--- config.mk ---
export PLATFORM = sky130hd
export DESIGN_NAME = trace_sniffer_top
export DESIGN_NICKNAME = d
export VERILOG_FILES = /design/src/hdl/trace_pkg.sv /design/src/hdl/trace_ifs.sv /design/src/hdl/capture_ctrl.sv /design/src/hdl/capture_fifo.sv /design/src/hdl/pattern_matcher.sv /design/src/hdl/trace_regs.sv /design/src/hdl/trace_sniffer_top.sv /design/src/hdl/trigger_pulse.sv
export VERILOG_INCLUDE_DIRS = /design/src /design/src/hdl
export SDC_FILE = /design/constraint.sdc
export NUM_CORES = 1
export LEC_CHECK = 0
export BUFFER_PORTS_ARGS = -buffer_cell sky130_fd_sc_hd__buf_2
export CAP_MARGIN = 20
export CORE_AREA = 2 2 272 274
export DETAILED_ROUTE_END_ITERATION = 8
export DIE_AREA = 0 0 274 276
export GPL_TIMING_DRIVEN = 0
export PLACE_DENSITY_LB_ADDON = 0.15
export SLEW_MARGIN = 20
export SYNTH_ARGS = -nofsm -noshare
export SYNTH_HDL_FRONTEND = slang
export SYNTH_SLANG_ARGS = --single-unit
export TNS_END_PERCENT = 50
--- constraint.sdc ---
create_clock -name trace_clk -period 4 [get_ports trace_clk]
set_input_delay 0.6 -clock trace_clk [delete_from_list [all_inputs] [get_ports trace_clk]]
set_output_delay 0.6 -clock trace_clk [all_outputs]
set_load 0.01 [all_outputs]
--- src/hdl/trace_defs.svh ---
`ifndef TRACE_DEFS_SVH
`define TRACE_DEFS_SVH

// trace input and match window
`define TRACE_LANES       4
`define TRACE_BUF_BITS    32
`define TRACE_RULES       4
`define TRACE_COUNT_BITS  8
`define TRACE_TS_BITS     16

// capture storage
`define FIFO_DEPTH        16
`define FIFO_LEVEL_BITS   5
`define CAPTURE_LEN_BITS  8

// trigger output
`define TRIG_DELAY_BITS   8
`define TRIG_WIDTH_BITS   8

// register bus, word addressed
`define REG_ADDR_BITS     6
`define REG_DATA_BITS     32

`define REG_CTRL          6'h00  // wr: arm, clear counts; rd: status
`define REG_RULE_EN       6'h01  // rule enables, trigger enables
`define REG_CAPTURE_LEN   6'h02
`define REG_TRIG          6'h03  // delay low byte, width next byte
`define REG_FIFO_DATA     6'h04  // read pops the head entry
`define REG_PATTERN_BASE  6'h08  // one word per rule
`define REG_MASK_BASE     6'h0C
`define REG_COUNT_BASE    6'h10

`endif

--- src/hdl/trace_pkg.sv ---
`include "trace_defs.svh"

package trace_pkg;

   // sliding window of the most recent trace nibbles
   typedef logic [`TRACE_BUF_BITS-1:0] trace_buf_t;

   // index of one of the match rules
   typedef logic [$clog2(`TRACE_RULES)-1:0] rule_id_t;

   // one flag per rule
   typedef logic [`TRACE_RULES-1:0] rule_mask_t;

   // saturating per-rule match counter
   typedef logic [`TRACE_COUNT_BITS-1:0] match_count_t;

   // cycles since arm
   typedef logic [`TRACE_TS_BITS-1:0] timestamp_t;

   // one capture FIFO entry, rule id in the upper bits
   typedef struct packed {
      rule_id_t   rule_id;
      timestamp_t timestamp;
   } capture_entry_t;

endpackage

--- src/hdl/trace_ifs.sv ---
`timescale 1ns/1ps
`include "trace_defs.svh"

// rule configuration out to the matcher, counters back to the registers
interface match_cfg_if;
   trace_pkg::trace_buf_t   pattern [`TRACE_RULES];
   trace_pkg::trace_buf_t   mask [`TRACE_RULES];
   trace_pkg::rule_mask_t   rule_enable;
   trace_pkg::rule_mask_t   trig_enable;
   logic                    clear_counts;  // one cycle pulse
   trace_pkg::match_count_t counts [`TRACE_RULES];

   modport cfg_src (output pattern, mask, rule_enable, trig_enable, clear_counts,
                    input counts);
   modport cfg_dst (input pattern, mask, rule_enable, trig_enable, clear_counts,
                    output counts);
endinterface

interface capture_fifo_if;
   logic                          wr;
   trace_pkg::capture_entry_t     wdata;
   logic                          flush;
   logic                          rd;
   trace_pkg::capture_entry_t     rdata;  // show-ahead head
   logic                          full;
   logic                          empty;
   logic [`FIFO_LEVEL_BITS-1:0]   level;

   modport writer (output wr, wdata, flush, input full);
   modport reader (output rd, input rdata, empty, level);
   modport store  (input wr, wdata, flush, rd, output rdata, full, empty, level);
endinterface

--- src/hdl/capture_ctrl.sv ---
`timescale 1ns/1ps
`include "trace_defs.svh"

module capture_ctrl (
   input  logic                          trace_clk,
   input  logic                          reset,
   input  logic                          arm,
   input  logic [`CAPTURE_LEN_BITS-1:0]  capture_len,
   input  logic                          match_valid,
   input  trace_pkg::rule_id_t           match_rule,
   capture_fifo_if.writer                fifo,
   output logic                          capturing,
   output logic                          done,
   output logic                          overflow
);

   trace_pkg::timestamp_t          timestamp;
   logic [`CAPTURE_LEN_BITS-1:0]   wr_count;         // entries taken, dropped ones included
   logic [`CAPTURE_LEN_BITS:0]     next_count;
   logic                           take;

   assign take       = capturing && match_valid;
   assign next_count = {1'b0, wr_count} + 1'b1;

   // arm empties the fifo on the same edge that starts the capture
   assign fifo.flush           = arm;
   assign fifo.wr              = take && !fifo.full;
   assign fifo.wdata.rule_id   = match_rule;
   assign fifo.wdata.timestamp = timestamp;

   always_ff @(posedge trace_clk) begin
      if (reset) begin
         capturing <= 1'b0;
         done      <= 1'b0;
         overflow  <= 1'b0;
         timestamp <= '0;
         wr_count  <= '0;
      end else if (arm) begin
         capturing <= 1'b1;
         done      <= 1'b0;
         overflow  <= 1'b0;
         timestamp <= '0;
         wr_count  <= '0;
      end else if (capturing) begin
         timestamp <= timestamp + 1'b1;              // cycles since arm
         if (take) begin
            wr_count <= next_count[`CAPTURE_LEN_BITS-1:0];
            if (fifo.full)
               overflow <= 1'b1;                     // entry dropped
            if (next_count >= {1'b0, capture_len}) begin
               capturing <= 1'b0;
               done      <= 1'b1;
            end
         end
      end
   end

endmodule

--- src/hdl/capture_fifo.sv ---
`timescale 1ns/1ps
`include "trace_defs.svh"

module capture_fifo (
   input  logic       trace_clk,
   input  logic       reset,
   capture_fifo_if.store fifo
);

   localparam int PTR_BITS = `FIFO_LEVEL_BITS - 1;

   trace_pkg::capture_entry_t  mem [`FIFO_DEPTH];
   logic [PTR_BITS-1:0]        wr_ptr;
   logic [PTR_BITS-1:0]        rd_ptr;
   logic [`FIFO_LEVEL_BITS-1:0] level;
   logic                       do_wr;
   logic                       do_rd;

   assign fifo.full  = (level == `FIFO_DEPTH);
   assign fifo.empty = (level == '0);
   assign fifo.level = level;
   assign fifo.rdata = mem[rd_ptr];                  // head visible before the pop

   assign do_wr = fifo.wr && !fifo.full;             // write when full is dropped
   assign do_rd = fifo.rd && !fifo.empty;

   always_ff @(posedge trace_clk) begin
      if (do_wr)
         mem[wr_ptr] <= fifo.wdata;
   end

   always_ff @(posedge trace_clk) begin
      if (reset || fifo.flush) begin
         wr_ptr <= '0;
         rd_ptr <= '0;
         level  <= '0;
      end else begin
         if (do_wr)
            wr_ptr <= wr_ptr + 1'b1;
         if (do_rd)
            rd_ptr <= rd_ptr + 1'b1;
         case ({do_wr, do_rd})
            2'b10:   level <= level + 1'b1;
            2'b01:   level <= level - 1'b1;
            default: ;
         endcase
      end
   end

endmodule

--- src/hdl/pattern_matcher.sv ---
`timescale 1ns/1ps
`include "trace_defs.svh"

module pattern_matcher (
   input  logic                      trace_clk,
   input  logic                      reset,
   input  logic [`TRACE_LANES-1:0]   trace_data,
   match_cfg_if.cfg_dst              cfg,
   output logic                      match_valid,
   output trace_pkg::rule_id_t       match_rule,
   output logic                      trig_match
);

   localparam logic [`TRACE_COUNT_BITS-1:0] COUNT_MAX = '1;

   trace_pkg::trace_buf_t   window;
   trace_pkg::rule_mask_t   hit;                     // rules matching the current window
   trace_pkg::rule_id_t     first_rule;
   trace_pkg::match_count_t count_q [`TRACE_RULES];

   assign cfg.counts = count_q;

   // newest nibble enters at the bottom
   always_ff @(posedge trace_clk) begin
      if (reset)
         window <= '0;
      else
         window <= {window[`TRACE_BUF_BITS-`TRACE_LANES-1:0], trace_data};
   end

   always_comb begin
      for (int i = 0; i < `TRACE_RULES; i++) begin
         hit[i] = cfg.rule_enable[i] &&
                  ((window & cfg.mask[i]) == (cfg.pattern[i] & cfg.mask[i]));
      end
   end

   // lowest index wins
   always_comb begin
      first_rule = '0;
      for (int i = `TRACE_RULES - 1; i >= 0; i--) begin
         if (hit[i])
            first_rule = trace_pkg::rule_id_t'(i);
      end
   end

   always_ff @(posedge trace_clk) begin
      if (reset) begin
         match_valid <= 1'b0;
         match_rule  <= '0;
         trig_match  <= 1'b0;
      end else begin
         match_valid <= |hit;
         match_rule  <= first_rule;
         trig_match  <= |(hit & cfg.trig_enable);
      end
   end

   always_ff @(posedge trace_clk) begin
      if (reset) begin
         for (int i = 0; i < `TRACE_RULES; i++)
            count_q[i] <= '0;
      end else begin
         for (int i = 0; i < `TRACE_RULES; i++) begin
            if (cfg.clear_counts)
               count_q[i] <= '0;
            else if (hit[i] && (count_q[i] != COUNT_MAX))  // saturate at max
               count_q[i] <= count_q[i] + 1'b1;
         end
      end
   end

endmodule

--- src/hdl/trace_regs.sv ---
`timescale 1ns/1ps
`include "trace_defs.svh"

module trace_regs (
   input  logic                          trace_clk,
   input  logic                          reset,
   input  logic [`REG_ADDR_BITS-1:0]     reg_addr,
   input  logic [`REG_DATA_BITS-1:0]     reg_wdata,
   input  logic                          reg_write,
   input  logic                          reg_read,
   output logic [`REG_DATA_BITS-1:0]     reg_rdata,
   match_cfg_if.cfg_src                  cfg,
   capture_fifo_if.reader                fifo,
   output logic                          arm,
   output logic [`CAPTURE_LEN_BITS-1:0]  capture_len,
   output logic [`TRIG_DELAY_BITS-1:0]   trig_delay,
   output logic [`TRIG_WIDTH_BITS-1:0]   trig_width,
   input  logic                          capturing,
   input  logic                          done,
   input  logic                          overflow
);

   trace_pkg::trace_buf_t pattern_q [`TRACE_RULES];
   trace_pkg::trace_buf_t mask_q [`TRACE_RULES];
   trace_pkg::rule_mask_t rule_en_q;
   trace_pkg::rule_mask_t trig_en_q;
   logic                  clear_q;
   trace_pkg::rule_id_t   idx;                       // rule select within a group
   logic [`REG_ADDR_BITS-1:0] group;                 // address of the group's first word

   assign idx   = reg_addr[$bits(trace_pkg::rule_id_t)-1:0];
   assign group = {reg_addr[`REG_ADDR_BITS-1:2], 2'b00};

   assign cfg.pattern      = pattern_q;
   assign cfg.mask         = mask_q;
   assign cfg.rule_enable  = rule_en_q;
   assign cfg.trig_enable  = trig_en_q;
   assign cfg.clear_counts = clear_q;

   // pop goes out with the read, head is sampled on the same edge
   assign fifo.rd = reg_read && (reg_addr == `REG_FIFO_DATA);

   always_ff @(posedge trace_clk) begin
      if (reset) begin
         for (int i = 0; i < `TRACE_RULES; i++) begin
            pattern_q[i] <= '0;
            mask_q[i]    <= '0;
         end
         rule_en_q   <= '0;
         trig_en_q   <= '0;
         capture_len <= '0;
         trig_delay  <= '0;
         trig_width  <= '0;
         arm         <= 1'b0;
         clear_q     <= 1'b0;
      end else begin
         arm     <= 1'b0;                            // strobes last one cycle
         clear_q <= 1'b0;
         if (reg_write) begin
            case (reg_addr)
               `REG_CTRL: begin
                  arm     <= reg_wdata[0];
                  clear_q <= reg_wdata[1];
               end
               `REG_RULE_EN:     {trig_en_q, rule_en_q} <= reg_wdata[2*`TRACE_RULES-1:0];
               `REG_CAPTURE_LEN: capture_len <= reg_wdata[`CAPTURE_LEN_BITS-1:0];
               `REG_TRIG: begin
                  trig_delay <= reg_wdata[`TRIG_DELAY_BITS-1:0];
                  trig_width <= reg_wdata[8 +: `TRIG_WIDTH_BITS];
               end
               default: ;
            endcase
            if (group == `REG_PATTERN_BASE)
               pattern_q[idx] <= reg_wdata;
            if (group == `REG_MASK_BASE)
               mask_q[idx] <= reg_wdata;
         end
      end
   end

   always_ff @(posedge trace_clk) begin
      if (reset) begin
         reg_rdata <= '0;
      end else if (reg_read) begin
         reg_rdata <= '0;
         case (reg_addr)
            `REG_CTRL:        reg_rdata[8:0] <= {fifo.level, overflow, fifo.empty, done, capturing};
            `REG_RULE_EN:     reg_rdata[2*`TRACE_RULES-1:0] <= {trig_en_q, rule_en_q};
            `REG_CAPTURE_LEN: reg_rdata[`CAPTURE_LEN_BITS-1:0] <= capture_len;
            `REG_TRIG:        reg_rdata[15:0] <= {trig_width, trig_delay};
            `REG_FIFO_DATA: begin
               if (!fifo.empty)                      // empty fifo reads as zero
                  reg_rdata[$bits(trace_pkg::capture_entry_t)-1:0] <= fifo.rdata;
            end
            default: ;
         endcase
         if (group == `REG_PATTERN_BASE)
            reg_rdata <= pattern_q[idx];
         if (group == `REG_MASK_BASE)
            reg_rdata <= mask_q[idx];
         if (group == `REG_COUNT_BASE)
            reg_rdata[`TRACE_COUNT_BITS-1:0] <= cfg.counts[idx];
      end
   end

endmodule

--- src/hdl/trace_sniffer_top.sv ---
`timescale 1ns/1ps
`include "trace_defs.svh"

module trace_sniffer_top (
   input  logic                        trace_clk,
   input  logic                        reset,
   input  logic [`TRACE_LANES-1:0]     trace_data,
   input  logic [`REG_ADDR_BITS-1:0]   reg_addr,
   input  logic [`REG_DATA_BITS-1:0]   reg_wdata,
   input  logic                        reg_write,
   input  logic                        reg_read,
   output logic [`REG_DATA_BITS-1:0]   reg_rdata,
   output logic                        trace_trig_out,
   output logic                        capturing
);

   logic                                arm;
   logic [`CAPTURE_LEN_BITS-1:0]        capture_len;
   logic [`TRIG_DELAY_BITS-1:0]         trig_delay;
   logic [`TRIG_WIDTH_BITS-1:0]         trig_width;
   logic                                done;
   logic                                overflow;
   logic                                match_valid;
   logic [$clog2(`TRACE_RULES)-1:0]     match_rule;
   logic                                trig_match;

   match_cfg_if    cfg_bus ();
   capture_fifo_if fifo_bus ();

   trace_regs u_regs (
      .trace_clk   (trace_clk),
      .reset       (reset),
      .reg_addr    (reg_addr),
      .reg_wdata   (reg_wdata),
      .reg_write   (reg_write),
      .reg_read    (reg_read),
      .reg_rdata   (reg_rdata),
      .cfg         (cfg_bus.cfg_src),
      .fifo        (fifo_bus.reader),
      .arm         (arm),
      .capture_len (capture_len),
      .trig_delay  (trig_delay),
      .trig_width  (trig_width),
      .capturing   (capturing),
      .done        (done),
      .overflow    (overflow)
   );

   pattern_matcher u_matcher (
      .trace_clk   (trace_clk),
      .reset       (reset),
      .trace_data  (trace_data),
      .cfg         (cfg_bus.cfg_dst),
      .match_valid (match_valid),
      .match_rule  (match_rule),
      .trig_match  (trig_match)
   );

   capture_ctrl u_capture (
      .trace_clk   (trace_clk),
      .reset       (reset),
      .arm         (arm),
      .capture_len (capture_len),
      .match_valid (match_valid),
      .match_rule  (match_rule),
      .fifo        (fifo_bus.writer),
      .capturing   (capturing),
      .done        (done),
      .overflow    (overflow)
   );

   capture_fifo u_fifo (
      .trace_clk   (trace_clk),
      .reset       (reset),
      .fifo        (fifo_bus.store)
   );

   trigger_pulse u_trigger (
      .trace_clk      (trace_clk),
      .reset          (reset),
      .trig_match     (trig_match),
      .trig_delay     (trig_delay),
      .trig_width     (trig_width),
      .trace_trig_out (trace_trig_out)
   );

endmodule

--- src/hdl/trigger_pulse.sv ---
`timescale 1ns/1ps
`include "trace_defs.svh"

module trigger_pulse (
   input  logic                          trace_clk,
   input  logic                          reset,
   input  logic                          trig_match,
   input  logic [`TRIG_DELAY_BITS-1:0]   trig_delay,
   input  logic [`TRIG_WIDTH_BITS-1:0]   trig_width,
   output logic                          trace_trig_out
);

   typedef enum logic [1:0] {IDLE, DELAY, PULSE} trig_state_t;

   trig_state_t                   state;
   logic [`TRIG_DELAY_BITS-1:0]   cnt;               // shared by delay and width phases
   logic [`TRIG_WIDTH_BITS-1:0]   width_q;           // width held for the delay phase

   assign trace_trig_out = (state == PULSE);

   always_ff @(posedge trace_clk) begin
      if (reset) begin
         state   <= IDLE;
         cnt     <= '0;
         width_q <= '0;
      end else begin
         case (state)
            IDLE: begin
               width_q <= trig_width;
               if (trig_match && (trig_width != '0)) begin
                  if (trig_delay == '0) begin
                     state <= PULSE;
                     cnt   <= trig_width;
                  end else begin
                     state <= DELAY;
                     cnt   <= trig_delay;
                  end
               end
            end
            DELAY: begin
               if (cnt == 1) begin
                  state <= PULSE;
                  cnt   <= width_q;
               end else begin
                  cnt <= cnt - 1'b1;
               end
            end
            PULSE: begin
               if (cnt == 1)
                  state <= IDLE;
               else
                  cnt <= cnt - 1'b1;
            end
            default: state <= IDLE;
         endcase
      end
   end

endmodule

Word level (Yosys, flattened, before mapping) --
Memories as Yosys holds them, arrays and structs flattened. A register that Yosys moved wholly into a read port is not among the register bits. Index checks and enable logic that the tools add are counted.
Word-level totals: memories kept 1, RAM bits 288, register bits after elaboration 448, bits of input ports 46, word-level logic and storage cells 173, output and inout bits 34
Memory list:
- u_fifo.mem | words 16, width 18, rd ports 1, clocked after memory_dff 1, write ports 1, line capture_fifo.sv:12 | trace_pkg::capture_entry_t mem [`FIFO_DEPTH];
Cells by class: reductions and logical operators 42, muxes and demuxes 43, bitwise logic cells 12, $lt $le $gt $ge 3, add/sub/neg operators 11, eq/ne operators 25
Operators with widths (number):
- bitwise AND 32 bit | 8
- bitwise mux 128 bit | 2
- 2-to-1 mux 32 bit | 7
- binary-select mux 32 bit (select 2 bit) | 2
- equality test 32 bit | 4
- demux 32 bit (select 2 bit) | 1
- 2-to-1 mux 8 bit | 7
- case mux 8 bit (5 select lines) | 1
- adder 8 x 1 -> 8 bit (second input constant) | 4
- != test 8 bit (second input constant) | 4
- case mux 8 bit (3 select lines) | 1
- 2-to-1 mux 18 bit | 1
- adder 16 x 1 -> 16 bit (second input constant) | 1
- binary-select mux 8 bit (select 2 bit) | 1
- logical AND 1 bit | 15
- 2-to-1 mux 2 bit | 7
- case mux 7 bit (2 select lines) | 1
- equality test 6 x 2 -> 1 bit (second input constant) | 2
- AND reduction 2 bit | 6
- AND reduction 3 bit | 4
- case mux 5 bit (2 select lines) | 1
- adder 8 x 1 -> 9 bit (second input constant) | 1
- >= comparator 9 x 8 -> 1 bit | 1
- adder 4 x 1 -> 4 bit (second input constant) | 2
- 34 further kinds | 52

Longest topological paths before layout --
Gate-level depths: netlist (run 1).
word-level depth 7, mapped depth 14, depth with buffers taken out 13

By module --
A second synthesis (run 1) with hierarchy kept.
Unflattened totals: cell total of the unflattened synthesis 3039, area, all modules 33084.2 µm²
Modules (own cells, without submodules):
- trace_regs | instances 1, area each 14084.8 µm², seq. area each 6446.2 µm², cells each 1640
- capture_fifo | instances 1, area each 11798.8 µm², seq. area each 8988.6 µm², cells each 572
- pattern_matcher | instances 1, area each 4494.3 µm², seq. area each 1361.3 µm², cells each 511
- capture_ctrl | instances 1, area each 1476.4 µm², seq. area each 540.5 µm², cells each 173
- trigger_pulse | instances 1, area each 1229.9 µm², seq. area each 360.3 µm², cells each 143

Worst setup path after synthesis (run 1) --
OpenSTA, ideal clock, no wires.
path type input port to flip-flop, start in reg_addr[0], end reg u_fifo.level[4], in the netlist u_fifo.fifo.level[4], data arrival time 3.227 ns, setup time 0.071 ns, data required time 3.929 ns, stages on the path 14, buffers on the path 1, slack 0.702 ns, cells stage by stage clkbuf_1 -> nor2_1 -> nand3_1 -> or2_2 -> nor2_1 -> ha_1 -> inv_1 -> fa_1 -> inv_1 -> a21o_1 -> a21oi_1 -> xnor2_1 -> or3_1 -> a21oi_1
Between the ends: longest elaborated chain between the ends 5, elaborated cells between the ends (all ways) 7, classes of those cells eq/ne (3); mux (1); reduce/logical (3)
Ends and longest elaborated chain:
- start, declared | line trace_sniffer_top.sv:8 | input logic [`REG_ADDR_BITS-1:0] reg_addr,
- equality test 6 x 3 -> 1 bit *
- logical AND 1 bit * | line trace_regs.sv:41 | assign fifo.rd = reg_read && (reg_addr == `REG_FIFO_DATA);
- logical AND 1 bit * | line capture_fifo.sv:25 | assign do_rd = fifo.rd && !fifo.empty;
- equality test 2 x 1 -> 1 bit / equality test 2 bit (equally long branches) | line capture_fifo.sv:42 | case ({do_wr, do_rd})
- case mux 5 bit (2 select lines) / nonzero test 2 bit (equally long branches)
- end signal, assigned | line capture_fifo.sv:43 | 2'b10: level <= level + 1'b1;
- end signal, assigned | line capture_fifo.sv:44 | 2'b01: level <= level - 1'b1;
- end, declared | line capture_fifo.sv:15 | logic [`FIFO_LEVEL_BITS-1:0] level;
Mark *: on every way between the ends. The rest lies on a longest branch, timed or not. A chain may end at the register's enable or synchronous reset.

Final worst setup path (run 1) --
start reg u_capture.capturing, end mem u_fifo.mem[3][12] (netlist name), enable pin
Between the ends: longest elaborated chain between the ends 5
Ends and longest elaborated chain:
- start, declared | line capture_ctrl.sv:12 | output logic capturing,
- start signal, assigned | line capture_ctrl.sv:33 | capturing <= 1'b0;
- start signal, assigned | line capture_ctrl.sv:39 | capturing <= 1'b1;
- start signal, assigned | line capture_ctrl.sv:51 | capturing <= 1'b0;
- logical AND 1 bit | line capture_ctrl.sv:22 | assign take = capturing && match_valid;
- logical AND 1 bit | line capture_ctrl.sv:27 | assign fifo.wr = take && !fifo.full;
- logical AND 1 bit | line capture_fifo.sv:24 | assign do_wr = fifo.wr && !fifo.full;
- 2-to-1 mux 1 bit | line capture_fifo.sv:28 | if (do_wr)
- 2-to-1 mux 1 bit (implied by the code) | line capture_fifo.sv:29 | mem[wr_ptr] <= fifo.wdata;
- end, declared | line capture_fifo.sv:12
Every way passes these cells.

==> results of run 1 <==
[critical path: stages, from the launching register on]
cell and delay (ns):
dfxtp_1 0.33, clkbuf_1 0.55, nand2_1 0.35, a21oi_1 0.67, nand2_1 0.45, nor3_2 0.74, buf_6 0.24, buf_4 0.17
[synth_stat cells (4+ instances only)]
cell | n | area [um^2]
buf_2 | 20 | 100
clkbuf_2 | 17 | 85.1
nor3_1 | 26 | 130
a21o_1 | 4 | 30.0
or4_1 | 8 | 60.1
mux2_2 | 18 | 203
or2_2 | 8 | 50.1
xor2_1 | 156 | 1370
nor2_1 | 137 | 514
dfxtp_1 | 452 | 9050
a311oi_1 | 5 | 43.8
clkbuf_1 | 188 | 706
mux2i_1 | 20 | 200
o22ai_1 | 7 | 43.8
o21ai_0 | 38 | 190
nor4_1 | 8 | 50.1
inv_1 | 28 | 105
nand2b_1 | 10 | 62.6
mux4_2 | 156 | 3510
a21oi_1 | 340 | 1700
nor2b_1 | 42 | 263
a31oi_1 | 4 | 25.0
ha_1 | 29 | 363
nand2_1 | 626 | 2350
o211ai_1 | 12 | 90.1
nand3_1 | 70 | 350
a22oi_1 | 95 | 713
and3_1 | 11 | 68.8
nand4_1 | 34 | 213
a211oi_1 | 23 | 173
a22o_1 | 4 | 35.0
o31ai_1 | 9 | 67.6
edfxtp_1 | 288 | 8650
buf_1 | 10 | 37.5
xnor2_1 | 18 | 158
and2_1 | 7 | 43.8
and4_1 | 4 | 35.0
or3_1 | 15 | 93.8
[cell families after synthesis]
| kind of cell | count (synthesis) | synth area share |
|---|---|---|
| buffers and inverters | 268 | 0.0332 |
| flip-flops | 740 | 0.547 |
| adder cells (fa/ha/maj) | 30 | 0.0118 |
| multiplexers | 194 | 0.121 |
| AO/OA/AOI/OAI | 567 | 0.105 |
| AND/OR/NAND/NOR | 1014 | 0.135 |
| XOR/XNOR | 174 | 0.0471 |
[layout make-up]
cell class                 instances  area, um^2
clock buffer                     121        2370
multi-input combinational       1979       13700
clock inverter                    21         234
antenna                            6        15.0
sequential                       740       17700
inverter                          29         109
tap                              959        1200
buffer                           238         963
fill                            6526       35700
timing repair buffer              72         628
[metrics by stage]
step | power [mW] | instance area [um^2]
2_1_floorplan | 8.34 | 32300
3_3_place_gp | 8.60 | 33800
3_5_place_dp | 8.61 | 34300
4_1_cts | 16.0 | 36900
5_1_grt | 16.3 | 36900
6_report | 15.9 | 36900
[registers in the layout, summed over array words and instances (netlist names), 5 cells and up, named ones only]
name / cells
u_regs.cfg.pattern: 128
u_capture.wr_count: 8
u_regs.cfg.mask: 128
u_fifo.mem: 288
u_fifo.fifo.level: 5
u_matcher.cfg.counts: 32
u_trigger.width_q: 8
u_regs.capture_len: 8
u_regs.reg_rdata: 32
u_trigger.cnt: 8
u_matcher.window: 32
u_regs.trig_delay: 8
u_capture.timestamp: 16
u_regs.trig_width: 8
[worst max-delay path by stage]
stage	from	to	slack [ns]	depth (start not counted)
after floorplan	reg_addr[0]	u_fifo.fifo.level[4]	0.70	14
after global routing	u_capture.capturing	u_fifo.mem[3][12]	0.02	7
after CTS	reg_addr[2]	u_fifo.fifo.level[4]	0.12	14
after global placement	u_capture.capturing	u_fifo.mem[3][12]	-1.76	5
after detailed placement	reg_addr[2]	u_fifo.fifo.level[4]	-0.54	14
final	u_capture.capturing	u_fifo.mem[3][12]	0.18	7
[report_power, final]
group / switching (mW) / internal [mW] / total [mW] / leakage [nW]
clock: 3.19 / 4.25 / 7.44 / 1.27
sequential: 0.0298 / 7.80 / 7.83 / 6.18
combinational: 0.465 / 0.162 / 0.627 / 5.18
[layer usage]
metal | GRT usage | share of wire | up-vias
li1 | - | - | 11000
met4 | 0.133 | 0.046 | 6
met5 | 0 | 0.00034 | -
met1 | 0.399 | 0.40 | 12500
met3 | 0.0612 | 0.088 | 265
met2 | 0.492 | 0.47 | 1252
==> results.py, run 1 <==
metrics = {
    "sta": {
        "period_needed_ns": 3.82,
        "slew_viol_final": 0,
        "slew_headroom": 0.266,
        "holdWs_ns": 0.179,
        "fin_setup_tns_ns": 0,
        "setup_violations": 0,
        "rsz0062_at_grt": "no",
        "fin_ws_ns": 0.184,
        "finalCritPeriodShare": 0.954,
        "max_freq_mhz": 262,
        "final-hold-violation-count": 0,
        "skew_ns": 0.0255,
        "tightest_slew_ns": 1.10,
    },
    "global_route": {
        "antenna_found_initial": 8,
        "grt_max_degree": 21,
        "grt_usage": 0.305,
        "grt_pass1_vias": 24300,
        "grt_overflow_total": 0,
        "grt_first_pass_wirelength_um": 168000,
    },
    "die": {
        "dieArea_um2": 75600,
        "ios": 80,
        "initial_core_util": 0.445,
        "rows": 99,
        "dieWidth_um": 274,
        "die_h_um": 276,
        "floorplan.core_area_um2": 72600,
    },
    "final_layout": {
        "drive_above_1_share": 0.136,
        "final_cell_mix": "nand2_1, dfxtp_1, a21oi_1",
        "syn_to_final_growth_pct": 14.2,
        "fin_cells": 4165,
        "layout_commonest_cell": "nand2_1",
        "utilization": 0.509,
        "fin_nets": 3220,
    },
    "setup_path": {
        "r2r_cells": 7,
        "arrival_ns": 4.16,
        "crit_type": "register to register",
        "crit_fanout": 10,
        "cp-end-kind": "register",
        "ff2ff_setup_slack_ns": 0.18,
        "required_ns": 4.35,
        "reg2reg_to": "u_fifo.mem[3][12]",
        "timing.rr.start": "u_capture.capturing",
        "crit_path_start_kind": "register",
    },
    "worst_hold_path": {
        "worstHoldStart": "trace_data[3]",
        "hold_path_class": "input port to register",
        "hold_depth": 2,
        "hold_path_end": "u_matcher.window[3]",
    },
    "synth": {
        "ys_types": 67,
        "async_flop_share": 0,
        "synth_edf_count": 288,
        "ys.warnings.count": 0,
        "syn_area_um2": 32300,
        "ys_seq_area_frac": 0.547,
        "ys_seq_elements": 740,
        "syn_area_per_cell_um2": 10.8,
        "ys.flop_type": "dfxtp_1",
        "synthCells": 2987,
        "synth_nets": 3063,
    },
    "route": {
        "vias": 25000,
        "dr.pass1.iters": 5,
        "wl_per_cell_um": 27.9,
        "routed_wl_um": 116000,
        "routed_via_density": 6.01,
        "drc": 0,
        "drt_iter0_markers": 2697,
        "ant_nets": 0,
    },
    "clock_network": {
        "ctsResizeCount": 0,
        "numCtsBuffers": 84,
        "clock_latency_ns": 0.66,
        "clk_path_buf_depth": 3,
        "ctsHoldBuffers": 0,
        "clkSlewWorstSetupHoldPaths_ns": 0.06,
        "postCtsSetupBuffers": 0,
        "htreeDepth": 3,
        "clockRootBuffer": "clkbuf_16",
        "cts_tree": "done",
        "clkSinkCount": 740,
    },
    "power_and_ir_drop": {
        "irDropWorstVdd_mv": 0.408,
        "leakage_nw": 12.6,
        "pwr_density_cell_nw_per_um2": 431,
    },
    "run_status": {
        "outcome": "completed",
    },
    "placed_design": {
        "place_inst": 4018,
        "port-buffer-count": 51,
        "dpl.hpwl_um": 86200,
        "dp_worst_setup_slack_ns": -0.542,
        "gp_congestion": 1.01,
    },
    "run": {
        "cap_violations": 0,
    },
}
Power figures use the tool's default switching activity.
==> run 2, diff against run 1 <==
CORE_AREA = 2 2 266 268   (was 2 2 272 274)
DIE_AREA = 0 0 268 270   (was 0 0 274 276)
RECOVER_POWER = 100   (was unset)
==> results.py, run 2 (same netlist as run 1, synthesis figures left out) <==
metrics = {
    "power_and_ir_drop": {
        "leakage_nw": 12.4,
        "internal_power_mw": 12.3,
        "p_total_mw": 16.0,
        "p_sw_mw": 3.70,
        "pwr-share-seq": 0.489,
        "pwr_density_cell_nw_per_um2": 437,
        "irDropWorstVdd_mv": 0.378,
        "p_sw_frac": 0.231,
        "power_frac_comb": 0.039,
        "p_clk_frac": 0.472,
    },
    "placed_design": {
        "place_inst": 4000,
        "dp_worst_setup_slack_ns": -0.575,
        "placed_cell_area_um2": 34300,
        "dpl.hpwl_um": 85900,
        "port-buffer-count": 51,
        "gp_congestion": 1.01,
    },
    "setup_path": {
        "crit_type": "register to register",
        "timing.rr.start": "u_matcher.window[3]",
        "crit_cells": 8,
        "ff2ff_setup_slack_ns": 0.15,
        "crit_path_start_kind": "register",
        "setup.worst_path.start": "u_matcher.window[3]",
        "path_buf_inv": 1,
        "reg2reg_to": "u_matcher.cfg.counts[28]",
        "arrival_ns": 4.41,
        "required_ns": 4.57,
        "r2r_cells": 8,
        "crit_slowest_cell": "a2111oi_2",
        "crit_chain": "clkbuf_1, xor2_1, a22oi_1, nand4_1, a2111oi_2, o211ai_2, or4_1, a21oi_1",
        "cp_top_family": "compound AO/OA/AOI/OAI gates",
        "cp-endpoint": "u_matcher.cfg.counts[28]",
        "slowest_delay_ns": 1.11,
        "cp-end-kind": "register",
        "crit_fanout": 10,
    },
    "route": {
        "dr.pass1.iters": 6,
        "drt_iter0_markers": 2822,
        "vias": 25000,
        "routed_via_density": 6.03,
        "routed_wl_um": 116000,
        "drc": 0,
        "wl_per_cell_um": 28.1,
        "ant_nets": 0,
    },
    "die": {
        "dieArea_um2": 72400,
        "rows": 97,
        "floorplan.core_area_um2": 69500,
        "ios": 80,
        "initial_core_util": 0.465,
        "dieWidth_um": 268,
        "die_h_um": 270,
    },
    "clock_network": {
        "numCtsBuffers": 81,
        "clockRootBuffer": "clkbuf_16",
        "clock_latency_ns": 0.65,
        "clkSinkCount": 740,
        "clkSlewWorstSetupHoldPaths_ns": 0.06,
        "clk_path_buf_depth": 3,
        "htreeDepth": 3,
        "postCtsSetupBuffers": 0,
        "cts_tree": "done",
        "ctsHoldBuffers": 0,
    },
    "final_layout": {
        "final_cell_area_um2": 36700,
        "fin_nets": 3218,
        "fill_cells": 6172,
        "drive_above_1_share": 0.120,
        "fin_cells": 4147,
        "regMostFlops": "u_fifo.mem",
        "syn_to_final_growth_pct": 13.4,
        "final_cell_mix": "nand2_1, dfxtp_1, a21oi_1",
        "multi_input_area_um2": 13600,
        "largest_reg_flops": 288,
        "layout_commonest_cell": "nand2_1",
        "seq_area_um2": 17700,
    },
    "global_route": {
        "grt_max_degree": 21,
        "grt_usage": 0.322,
        "grt_pass1_vias": 24300,
        "grt_overflow_total": 0,
        "grt_first_pass_wirelength_um": 168000,
        "antenna_found_initial": 4,
    },
    "sta": {
        "rsz0062_at_grt": "no",
        "setup_violations": 0,
        "tightest_slew_ns": 1.39,
        "fin_ws_ns": 0.154,
        "slew_headroom": 0.0697,
        "holdWs_ns": 0.174,
        "max_freq_mhz": 260,
        "finalCritPeriodShare": 0.961,
        "skew_ns": 0.0247,
        "period_needed_ns": 3.85,
        "slew_viol_final": 0,
        "final-hold-violation-count": 0,
    },
    "run": {
        "cap_violations": 0,
    },
    "run_status": {
        "outcome": "completed",
    },
    "worst_hold_path": {
        "hold_path_class": "input port to register",
    },
}
[run 2: changes by cell type in the layout (fill, tap and decap cells not counted), sizes merged]
cell	change
dlymetal6s4s	+1
clkinvlp	+1
clkbuf	+58
diode	-5
bufinv	+2
buf	-57
inv	+1
[run 2: metal layers]
metal  GRT usage  routed length, um  vias to the layer above
met1       0.418              46000                    12400
met4       0.176               7410                        8
li1            -                  -                    11000
met2       0.505              53400                     1245
met5           0                 53                        -
met3      0.0652               9570                      301
[run 2: power by group through the flow]
stage | registers, mW | clock network, mW | logic [mW]
6_report | 7.83 | 7.56 | 0.625
5_1_grt | 7.83 | 7.92 | 0.657
4_1_cts | 7.83 | 7.61 | 0.616
3_5_place_dp | 7.99 | 0 | 0.613
3_3_place_gp | 7.99 | 0 | 0.609
2_1_floorplan | 7.99 | 0 | 0.354
[run 2: through the flow]
stage               utilization  TNS (ns)
floorplan                     -         0
global placement          0.486   -209.49
detailed placement        0.493     -1.36
CTS                       0.531         0
global route              0.527         0
finish                    0.527         0
[run 2: layout make-up]
type | instances | area share
Clock buffer | 122 | 0.0641
Inverter | 29 | 0.00297
Sequential cell | 740 | 0.483
Clock inverter | 25 | 0.00888
Buffer | 238 | 0.0260
Antenna cell | 1 | 0.0000683
Tap cell | 940 | 0.0321
Timing Repair Buffer | 73 | 0.0126
Multi-Input combinational cell | 1979 | 0.370
[run 2: worst register-to-register path, cell delays in order (launching register included)]
cell and delay (ns):
dfxtp_1 0.31, clkbuf_1 0.37, xor2_1 0.18, a22oi_1 0.42, nand4_1 0.22, a2111oi_2 1.11, o211ai_2 0.48, or4_1 0.53
a21oi_1 0.15
[run 2: repair_timing]
item,CTS,global route
endpoints found under the setup margin,6,22
gates resized for setup,1,1
gates cloned,0,0
[run 2: worst min path at each step]
| stage | from | depth (start not counted) | endpoint |
|---|---|---|---|
| global placement | u_regs.cfg.mask[76] | 2 | u_regs.cfg.mask[76] |
| floorplan | u_capture.done | 2 | u_capture.done |
| detailed placement | u_regs.cfg.mask[57] | 2 | u_regs.cfg.mask[57] |
| global route | trace_data[3] | 2 | u_matcher.window[3] |
| finish | trace_data[0] | 2 | u_matcher.window[0] |
| CTS | trace_data[0] | 2 | u_matcher.window[0] |
